==> src/tftInit.mem <==
// init words: bit 8 is the dc flag (1 data), bits 7:0 the byte
03A
155
036
128
02A
100
100
101
13F
013
029
02C

==> src/tftPkg.sv <==
// TFT display shared definitions
package tftPkg;

	// basic widths
	typedef logic [8:0]  spiWordT; // [8] = dc flag (1 data), [7:0] = byte
	typedef logic [15:0] pixelT;   // rgb565
	typedef logic [23:0] delayT;   // delay length in clk cycles
	typedef logic [1:0]  regAddrT; // timing register address
	typedef logic [3:0]  initIdxT; // init table index

	// controller FSM
	typedef enum logic [2:0] {
		idle,        // just out of reset
		holdReset,   // panel reset line held low
		waitPowerUp, // panel powering up
		sendInit,    // walking the init table
		settle,      // settle delay after sleep-out and after init
		stream       // pixels forever
	} ctrlStateT;

	// init table
	localparam int initSeqLen = 12;

	// sleep out, command word
	localparam spiWordT sleepOutCmd = {1'b0, 8'h11};

	// reset defaults, nominal 12 MHz clock
	localparam int clkMhz = 12;
	localparam delayT resetDelayDefault   = delayT'(clkMhz * 10);     // 10 us
	localparam delayT powerUpDelayDefault = delayT'(clkMhz * 120000); // 120 ms
	localparam delayT settleDelayDefault  = delayT'(clkMhz * 10000);  // 10 ms

	// register map
	localparam regAddrT addrReset   = 2'd0;
	localparam regAddrT addrPowerUp = 2'd1;
	localparam regAddrT addrSettle  = 2'd2;

endpackage

==> src/tftController.sv <==
// TFT bring-up and pixel stream controller
module tftController import tftPkg::*; (
	input  logic      clk,
	input  logic      rstN,
	input  delayT     resetDelay,
	input  delayT     powerUpDelay,
	input  delayT     settleDelay,
	output initIdxT   romIdx,
	input  spiWordT   romWord,
	output logic      wordValid,
	output spiWordT   wordData,
	input  logic      wordReady,
	input  logic      pixelValid,
	input  pixelT     pixelData,
	output logic      pixelReady,
	output logic      tftReset,
	output ctrlStateT state
);

	delayT      delayCnt;   // down counter for all delays
	logic       romWait;    // waiting on the registered rom read
	logic       initDone;   // second settle leads to stream
	logic       lowPending; // low byte of last pixel not yet queued
	logic [7:0] lowByte;
	logic       wordTaken;

	assign wordTaken = wordValid && wordReady;

	// only take a pixel once both bytes of the previous one are out
	assign pixelReady = (state == stream) && !wordValid && !lowPending;

	always_ff @(posedge clk) begin
		if (!rstN) begin
			state      <= idle;
			tftReset   <= 1'b1;
			wordValid  <= 1'b0;
			delayCnt   <= '0;
			romIdx     <= '0;
			romWait    <= 1'b0;
			initDone   <= 1'b0;
			lowPending <= 1'b0;
		end else begin
			case (state)
				idle: begin
					state    <= holdReset;
					tftReset <= 1'b0;
					delayCnt <= resetDelay;
				end
				holdReset: begin // low for resetDelay+1 cycles
					if (delayCnt == '0) begin
						tftReset <= 1'b1;
						delayCnt <= powerUpDelay;
						state    <= waitPowerUp;
					end else
						delayCnt <= delayCnt - delayT'(1);
				end
				waitPowerUp: begin
					if (delayCnt == '0) begin
						wordValid <= 1'b1; // queue sleep out
						wordData  <= sleepOutCmd;
						initDone  <= 1'b0;
						state     <= settle;
					end else
						delayCnt <= delayCnt - delayT'(1);
				end
				settle: begin
					// count starts once the serializer is idle again
					if (wordValid) begin
						if (wordTaken)
							wordValid <= 1'b0;
						delayCnt <= settleDelay;
					end else if (!wordReady)
						delayCnt <= settleDelay; // transfer still on the wire
					else if (delayCnt != '0)
						delayCnt <= delayCnt - delayT'(1);
					else if (initDone)
						state <= stream;
					else begin
						romIdx  <= '0;
						romWait <= 1'b1;
						state   <= sendInit;
					end
				end
				sendInit: begin
					if (wordValid) begin
						if (wordTaken) begin
							wordValid <= 1'b0;
							if (romIdx == initIdxT'(initSeqLen - 1)) begin
								initDone <= 1'b1;
								state    <= settle;
							end else begin
								romIdx  <= romIdx + initIdxT'(1);
								romWait <= 1'b1;
							end
						end
					end else if (romWait)
						romWait <= 1'b0; // rom output updates this edge
					else begin
						wordValid <= 1'b1;
						wordData  <= romWord;
					end
				end
				stream: begin
					if (wordValid) begin
						if (wordTaken)
							wordValid <= 1'b0;
					end else if (lowPending) begin
						wordValid  <= 1'b1;
						wordData   <= {1'b1, lowByte}; // low byte second
						lowPending <= 1'b0;
					end else if (pixelValid && pixelReady) begin
						wordValid  <= 1'b1;
						wordData   <= {1'b1, pixelData[15:8]}; // high byte first
						lowByte    <= pixelData[7:0];
						lowPending <= 1'b1;
					end
				end
				default: state <= idle;
			endcase
		end
	end

	// pixels only accepted while streaming
	assert property (@(posedge clk) disable iff (!rstN)
		pixelReady |-> state == stream)
		else $error("pixelReady outside stream");

	// word held until the serializer takes it
	assert property (@(posedge clk) disable iff (!rstN)
		(wordValid && !wordReady) |=> (wordValid && $stable(wordData)))
		else $error("word changed before accepted");

endmodule

==> src/tftDisplay.sv <==
// TFT display top level
module tftDisplay import tftPkg::*; (
	input  logic      clk,
	input  logic      rstN,
	input  logic      regWrite,
	input  regAddrT   regAddr,
	input  delayT     regWData,
	output delayT     regRData,
	input  logic      pixelValid,
	input  pixelT     pixelData,
	output logic      pixelReady,
	output logic      tftSck,
	output logic      tftSdi,
	output logic      tftDc,
	output logic      tftCs,
	output logic      tftReset,
	output ctrlStateT stateOut
);

	delayT   resetDelay;
	delayT   powerUpDelay;
	delayT   settleDelay;
	initIdxT romIdx;
	spiWordT romWord;
	logic    wordValid;
	spiWordT wordData;
	logic    wordReady;

	// delay lengths, writable from outside
	tftTimingRegs u_regs (
		.clk          (clk),
		.rstN         (rstN),
		.regWrite     (regWrite),
		.regAddr      (regAddr),
		.regWData     (regWData),
		.regRData     (regRData),
		.resetDelay   (resetDelay),
		.powerUpDelay (powerUpDelay),
		.settleDelay  (settleDelay)
	);

	tftInitRom u_rom (
		.clk  (clk),
		.idx  (romIdx),
		.word (romWord)
	);

	tftController u_ctrl (
		.clk          (clk),
		.rstN         (rstN),
		.resetDelay   (resetDelay),
		.powerUpDelay (powerUpDelay),
		.settleDelay  (settleDelay),
		.romIdx       (romIdx),
		.romWord      (romWord),
		.wordValid    (wordValid),
		.wordData     (wordData),
		.wordReady    (wordReady),
		.pixelValid   (pixelValid),
		.pixelData    (pixelData),
		.pixelReady   (pixelReady),
		.tftReset     (tftReset),
		.state        (stateOut)
	);

	// serial link to the panel
	tftSpiSerializer u_spi (
		.clk       (clk),
		.rstN      (rstN),
		.wordValid (wordValid),
		.wordData  (wordData),
		.wordReady (wordReady),
		.tftSck    (tftSck),
		.tftSdi    (tftSdi),
		.tftDc     (tftDc),
		.tftCs     (tftCs)
	);

endmodule

==> src/tftInitRom.sv <==
// Init sequence ROM
module tftInitRom import tftPkg::*; (
	input  logic    clk,
	input  initIdxT idx,
	output spiWordT word
);

	// table contents, one 9-bit word per entry
	spiWordT rom [initSeqLen];

	initial begin
		$readmemh("/design/src/tftInit.mem", rom);
	end

	// registered read, word valid one cycle after idx
	always_ff @(posedge clk) begin
		word <= rom[idx];
	end

endmodule

==> src/tftSpiSerializer.sv <==
// TFT serial word transmitter
module tftSpiSerializer import tftPkg::*; (
	input  logic    clk,
	input  logic    rstN,
	input  logic    wordValid,
	input  spiWordT wordData,
	output logic    wordReady,
	output logic    tftSck,
	output logic    tftSdi,
	output logic    tftDc,
	output logic    tftCs
);

	logic [7:0] shiftReg; // remaining bits, msb next
	logic [3:0] bitCnt;   // bits done, 8 means idle

	assign wordReady = bitCnt[3]; // idle exactly when counter parked at 8

	// tftSck doubles as the phase bit: low half then high half of each bit
	always_ff @(posedge clk) begin
		if (!rstN) begin
			bitCnt <= 4'd8;
			tftCs  <= 1'b1;
			tftSck <= 1'b1;
			tftSdi <= 1'b0;
			tftDc  <= 1'b0;
		end else if (wordReady) begin
			if (wordValid) begin // accept a word
				tftCs    <= 1'b0;
				tftSck   <= 1'b0;
				tftDc    <= wordData[8];  // held for the whole transfer
				tftSdi   <= wordData[7];  // msb first
				shiftReg <= {wordData[6:0], 1'b0};
				bitCnt   <= 4'd0;
			end
		end else if (!tftSck) begin
			tftSck <= 1'b1; // panel samples sdi here
		end else if (bitCnt == 4'd7) begin
			// last bit done, release cs, sck parks high
			tftCs  <= 1'b1;
			bitCnt <= 4'd8;
		end else begin
			tftSck   <= 1'b0;
			tftSdi   <= shiftReg[7];
			shiftReg <= {shiftReg[6:0], 1'b0};
			bitCnt   <= bitCnt + 4'd1;
		end
	end

	// no clock pulses outside a frame
	assert property (@(posedge clk) disable iff (!rstN)
		tftCs |-> tftSck)
		else $error("sck low while cs high");

	// dc frozen for the length of a transfer
	assert property (@(posedge clk) disable iff (!rstN)
		(!tftCs && !$past(tftCs)) |-> $stable(tftDc))
		else $error("dc changed during transfer");

	// frame is 16 cycles long, then cs high for at least a cycle
	assert property (@(posedge clk) disable iff (!rstN)
		$fell(tftCs) |-> (!tftCs [*16]) ##1 tftCs)
		else $error("cs low time not 16 cycles");

endmodule

==> src/tftTimingRegs.sv <==
// TFT delay length registers
module tftTimingRegs import tftPkg::*; (
	input  logic    clk,
	input  logic    rstN,
	input  logic    regWrite,
	input  regAddrT regAddr,
	input  delayT   regWData,
	output delayT   regRData,
	output delayT   resetDelay,
	output delayT   powerUpDelay,
	output delayT   settleDelay
);

	// write port, takes effect next edge
	always_ff @(posedge clk) begin
		if (!rstN) begin
			resetDelay   <= resetDelayDefault;
			powerUpDelay <= powerUpDelayDefault;
			settleDelay  <= settleDelayDefault;
		end else if (regWrite) begin
			case (regAddr)
				addrReset:   resetDelay   <= regWData;
				addrPowerUp: powerUpDelay <= regWData;
				addrSettle:  settleDelay  <= regWData;
				default: ; // addr 3 unmapped, write dropped
			endcase
		end
	end

	// readback mux
	always_comb begin
		case (regAddr)
			addrReset:   regRData = resetDelay;
			addrPowerUp: regRData = powerUpDelay;
			addrSettle:  regRData = settleDelay;
			default:     regRData = '0; // unmapped reads zero
		endcase
	end

endmodule
==> config.mk <==
export PLATFORM = sky130hd
export DESIGN_NAME = tftDisplay
export DESIGN_NICKNAME = d
export VERILOG_FILES = /design/src/tftPkg.sv /design/src/tftController.sv /design/src/tftDisplay.sv /design/src/tftInitRom.sv /design/src/tftSpiSerializer.sv /design/src/tftTimingRegs.sv
export SDC_FILE = /design/constraint.sdc
export NUM_CORES = 1
export LEC_CHECK = 0
export BUFFER_PORTS_ARGS = -buffer_cell sky130_fd_sc_hd__buf_2
export CORE_ASPECT_RATIO = 0.5
export CORE_MARGIN = 5
export CORE_UTILIZATION = 40
export DETAILED_ROUTE_END_ITERATION = 8
export GPL_ROUTABILITY_DRIVEN = 0
export SETUP_SLACK_MARGIN = 0.15
export SKIP_LAST_GASP = 1
export SLEW_MARGIN = 0
export SYNTH_ARGS = -nofsm -noshare
export SYNTH_HDL_FRONTEND = slang
export SYNTH_SLANG_ARGS = --single-unit
==> constraint.sdc <==
create_clock -name clk -period 2.84 [get_ports clk]
set_input_delay 0.568 -clock clk [delete_from_list [all_inputs] [get_ports clk]]
set_output_delay 0.568 -clock clk [all_outputs]
set_load 0.005 [all_outputs]
==> impl_summary.txt <==
----------------------------------------------------
[Routing]
  First-pass iteration count of the detailed router ... 5
  Routed vias/inst ... 5.735
  Remaining DRCs ... 0
  Total wirelength of the detailed-routed design ... 23.65 mm
  Detailed-route wire length per cell ... 19.17 um
  Vias ... 7077
  Number of DRC markers after the initial detailed-route iteration ... 657
  Number of nets still failing antenna checks after routing ... 0

[Place]
  Placed instance count ... 1198
  Placed inst area ... 8163 um^2
  Number of buffers inserted by port buffering ... 78
  Post-DP HPWL ... 16.36 mm

[Logic synthesis]
  Mean area per synthesized cell ... 8.084 um^2
  Share of the synthesized area in the top cell type ... 0.3153
  Synth Cell Area ... 7365 um^2
  Top_reg_cell synth ... sky130_fd_sc_hd__dfxtp_1
  Part of the Yosys area used for sequential elements ... 0.4132
  Total of flip-flops plus latches after synthesis ... 140
  Cell accounting for the most synthesized area ... sky130_fd_sc_hd__dfxtp_1
  Synth warn ... 0
  Cell count after synthesis ... 911
  Async S/R FF share, synth ... 0
  Number of synthesized flops with an enable pin ... 24
  Top cells by area, synth ... sky130_fd_sc_hd__dfxtp_1, sky130_fd_sc_hd__nand2_1, sky130_fd_sc_hd__edfxtp_1
  Post-Syn Nets ... 961
  Number of distinct library cell variants in the gate-level netlist after synthesis ... 65

[Floorplan]
  Core area ... 18260 um^2
  Starting utilization of the core area ... 0.4033
  I/O pin count ... 79
  Die span in x ... 201.9 um
  DIE AREA ... 21390 um^2
  Number of placement rows ... 35
  Height of the die ... 105.9 um

[Critical path]
  Critical Path Slowest Stage Cell ... sky130_fd_sc_hd__or4_4
  Critical-path cell list ... or4_4 > or4_4 > or3_4 > o32ai_1 > o221ai_1 > a32o_1
  Endpoint of the worst register-to-register path ... u_ctrl.delayCnt[20]$_SDFFE_PN0P_
  Data arrival time of the worst path ... 2.96 ns
  Most frequent CP cell ... sky130_fd_sc_hd__or4_4
  Startpoint-to-endpoint class of the critical path ... flop to flop
  Critical Path Max Stage Delay ... 0.60 ns
  Maximum fanout encountered on the critical timing path ... 8
  Logic depth of the worst register-to-register path ... 6
  Type of element launching the critical path ... flop
  Endpoint class of the critical path ... flop
  Critical path data required time ... 3.15 ns
  Reg2reg start ... u_ctrl.delayCnt[11]$_SDFFE_PN0P_
  Flop-to-flop setup slack ... 0.19 ns
  Critical path origin ... u_ctrl.delayCnt[11]$_SDFFE_PN0P_

[STA]
  Maximum clock rate ... 377.8 MHz
  Final slew viol count ... 0
  Number of failing hold endpoints at the final stage ... 0
  Final-layout worst hold slack ... 0.3169 ns
  Setup Viol. Count Final ... 0
  Sum of negative setup slack ... 0 ns
  Period Utilization, post-route ... 0.9320
  Normalized max-slew margin ... 0.2342
  Actual slew at the worst max-slew pin ... 1.149 ns
  RSZ-0062 raised after global routing ... false
  Worst Clk Skew ... 0.01056 ns
  Shortest period the worst path allows ... 2.647 ns

[Cells and area]
  Antenna diode instance count ... 0
  Layout filler cell count ... 1770
  Final instance count without filler cells ... 1234
  Area overhead of the layout relative to synthesis ... 20.08%
  Final Net Count ... 1031
  Layout cell share with drive strength beyond 1 ... 0.1851
  Summed area of non-filler cells in the final layout ... 8843 um^2
  Post-route core utilization ... 0.4843

[Power and ir drop]
  Largest voltage drop on the vdd net ... 0.4317 mV
  Power density over the cells ... 602.6 nW/um^2
  Switching power total ... 0.001498 W
  Pint ... 0.003831 W
  Relative contribution of the clock network to total power ... 0.422
  Combinational share of power ... 0.165
  Proportion of power drawn by flip-flops and latches ... 0.413
  Switching portion of total power ... 0.2812
  Static power due to leakage ... 3.419 nW

[CTS]
  Insertion delay to the later sink of the worst-skew pair ... 0.42 ns
  Number of sinks driven by the clock tree ... 140
  Post-CTS clock slew at the launch and capture registers of the worst setup and hold paths ... 0.06 ns
  Count of H-tree levels built during CTS ... 4
  CTS Root Cell ... sky130_fd_sc_hd__clkbuf_16
  Number of hold-repair buffers added at the cts stage ... 0
  Number of buffers created by CTS ... 17
  TritonCTS clock tree ... yes
  Clock Path Buffers ... 2

[Run status]
  Outcome ... finished, final reports clean

[Global route]
  Pin count of the biggest net entering global routing ... 80
  Global route total overflow ... 0
  Total track usage ... 0.2185
  Via count of the first global-routing pass ... 6533
  Number of antenna violations at the first check in global routing ... 0
  Global-route wire length before repair ... 37.01 mm

[Worst hold path]
  Worst hold endpoint ... u_ctrl.lowByte[3]$_DFFE_PP_
  Hold Path Depth ... 1
  Worst hold path type ... primary input to flop
  Launch instance of the worst min-delay path ... pixelData[3]

[Flow run]
  Max Cap Violations ... 0

----------------------------------------------------
-- layout make-up --
class	count	area, um^2	share of cell area
Clock buffer	19	432.9	0.04895
Clock inverter	13	147.6	0.01670
Inverter	8	30.03	0.003396
Multi-Input combinational cell	691	4108	0.4645
Sequential cell	140	3044	0.3442
Tap cell	240	300.3	0.03396
Timing Repair Buffer	123	780.7	0.08829
-- worst max path at each step --
stage / to / slack, ns
after floorplan: u_ctrl.wordData[0]$_SDFFCE_PP1P_ / 0.16
after global placement: u_ctrl.delayCnt[20]$_SDFFE_PN0P_ / 0.1
after detailed placement: u_ctrl.delayCnt[1]$_SDFFE_PN0P_ / 0.03
after CTS: u_ctrl.romIdx[1]$_SDFFE_PN0P_ / 0.13
after global routing: u_ctrl.delayCnt[23]$_SDFFE_PN0P_ / 0.16
final: u_ctrl.delayCnt[20]$_SDFFE_PN0P_ / 0.19
-- cell usage after synthesis, types with 10 or more instances --
cell                       instances
sky130_fd_sc_hd__nand3_1          39
sky130_fd_sc_hd__clkbuf_1         63
sky130_fd_sc_hd__xnor2_1          10
sky130_fd_sc_hd__dfxtp_1         116
sky130_fd_sc_hd__o21ai_0          66
sky130_fd_sc_hd__nor2b_1          11
sky130_fd_sc_hd__a21boi_0         54
sky130_fd_sc_hd__xor2_1           10
sky130_fd_sc_hd__nor2_1           57
sky130_fd_sc_hd__o31ai_1          13
sky130_fd_sc_hd__a21oi_1          21
sky130_fd_sc_hd__nand2_1         209
sky130_fd_sc_hd__o221ai_1         10
sky130_fd_sc_hd__edfxtp_1         24
sky130_fd_sc_hd__a221oi_1         12
sky130_fd_sc_hd__nor3_1           20
sky130_fd_sc_hd__mux2i_1          35
-- sequential cells by signal, indices dropped and copies added, names as in the netlist, 7 cells and up --
register	flops
u_ctrl.delayCnt	24
u_regs.powerUpDelay	24
u_regs.resetDelay	24
u_regs.settleDelay	24
u_ctrl.wordData	9
u_ctrl.lowByte	8
u_spi.shiftReg	7
-- repair_timing --
item,CTS,global route
gates cloned,0,1
buffers inserted,3,0
resized for setup,3,12
pin swaps,2,4
endpoints found under the setup margin,7,38
-- stage by stage --
step,power (W),setup slack [ns]
floorplan,0.002758,0.1579
global placement,0.003060,0.09823
detailed placement,0.003068,0.03466
CTS,0.005312,0.1275
global route,0.005545,0.1576
finish,0.005329,0.1931
-- routing by layer --
layer / GRT usage / vias to the layer above / share of wire
met3: 0.05517 / 15 / 0.084
met2: 0.3026 / 289 / 0.39
li1: - / 3386 / -
met4: 0.04825 / 0 / 0.0086
met1: 0.3374 / 3387 / 0.51
met5: 0 / - / 0
-- power by group through the flow --
| stage | Sequential (W) | Combinational [W] | Clock, W |
|---|---|---|---|
| floorplan | 0.00220 | 0.000554 | 0 |
| global placement | 0.00224 | 0.000824 | 0 |
| detailed placement | 0.00224 | 0.000830 | 0 |
| CTS | 0.00219 | 0.000842 | 0.00228 |
| global route | 0.00221 | 0.000964 | 0.00237 |
| finish | 0.00220 | 0.000880 | 0.00225 |
-- cell families after synthesis --
group                      Yosys count  share of synthesized area
AOI/OAI and AO/OA                  230                     0.2137
xor gates and xnor gates            20                    0.02378
adders and majority gates            4                   0.006796
buffers and inverters               81                    0.04315
DFF                                140                     0.4132
muxes                               42                    0.05828
and+or+nand+nor                    394                     0.2411
-- placed cells by master, fill, tap and decap left out, types with 21 or more instances in the layout --
cell type	count
sky130_fd_sc_hd__nand2_1	208
sky130_fd_sc_hd__edfxtp_1	24
sky130_fd_sc_hd__nand3_1	39
sky130_fd_sc_hd__mux2i_1	35
sky130_fd_sc_hd__nor2_1	56
sky130_fd_sc_hd__buf_2	77
sky130_fd_sc_hd__dfxtp_1	115
sky130_fd_sc_hd__a21boi_0	54
sky130_fd_sc_hd__a21oi_1	21
sky130_fd_sc_hd__o21ai_0	66
sky130_fd_sc_hd__buf_4	42
-- worst max-delay path, delay by kind of cell (launching register included) --
family | cells | cell delay, ns
compound gates | 3 | 0.54
flops | 1 | 0.31
simple gates | 3 | 1.68
Note: power is estimated with default switching activity, not from simulation.
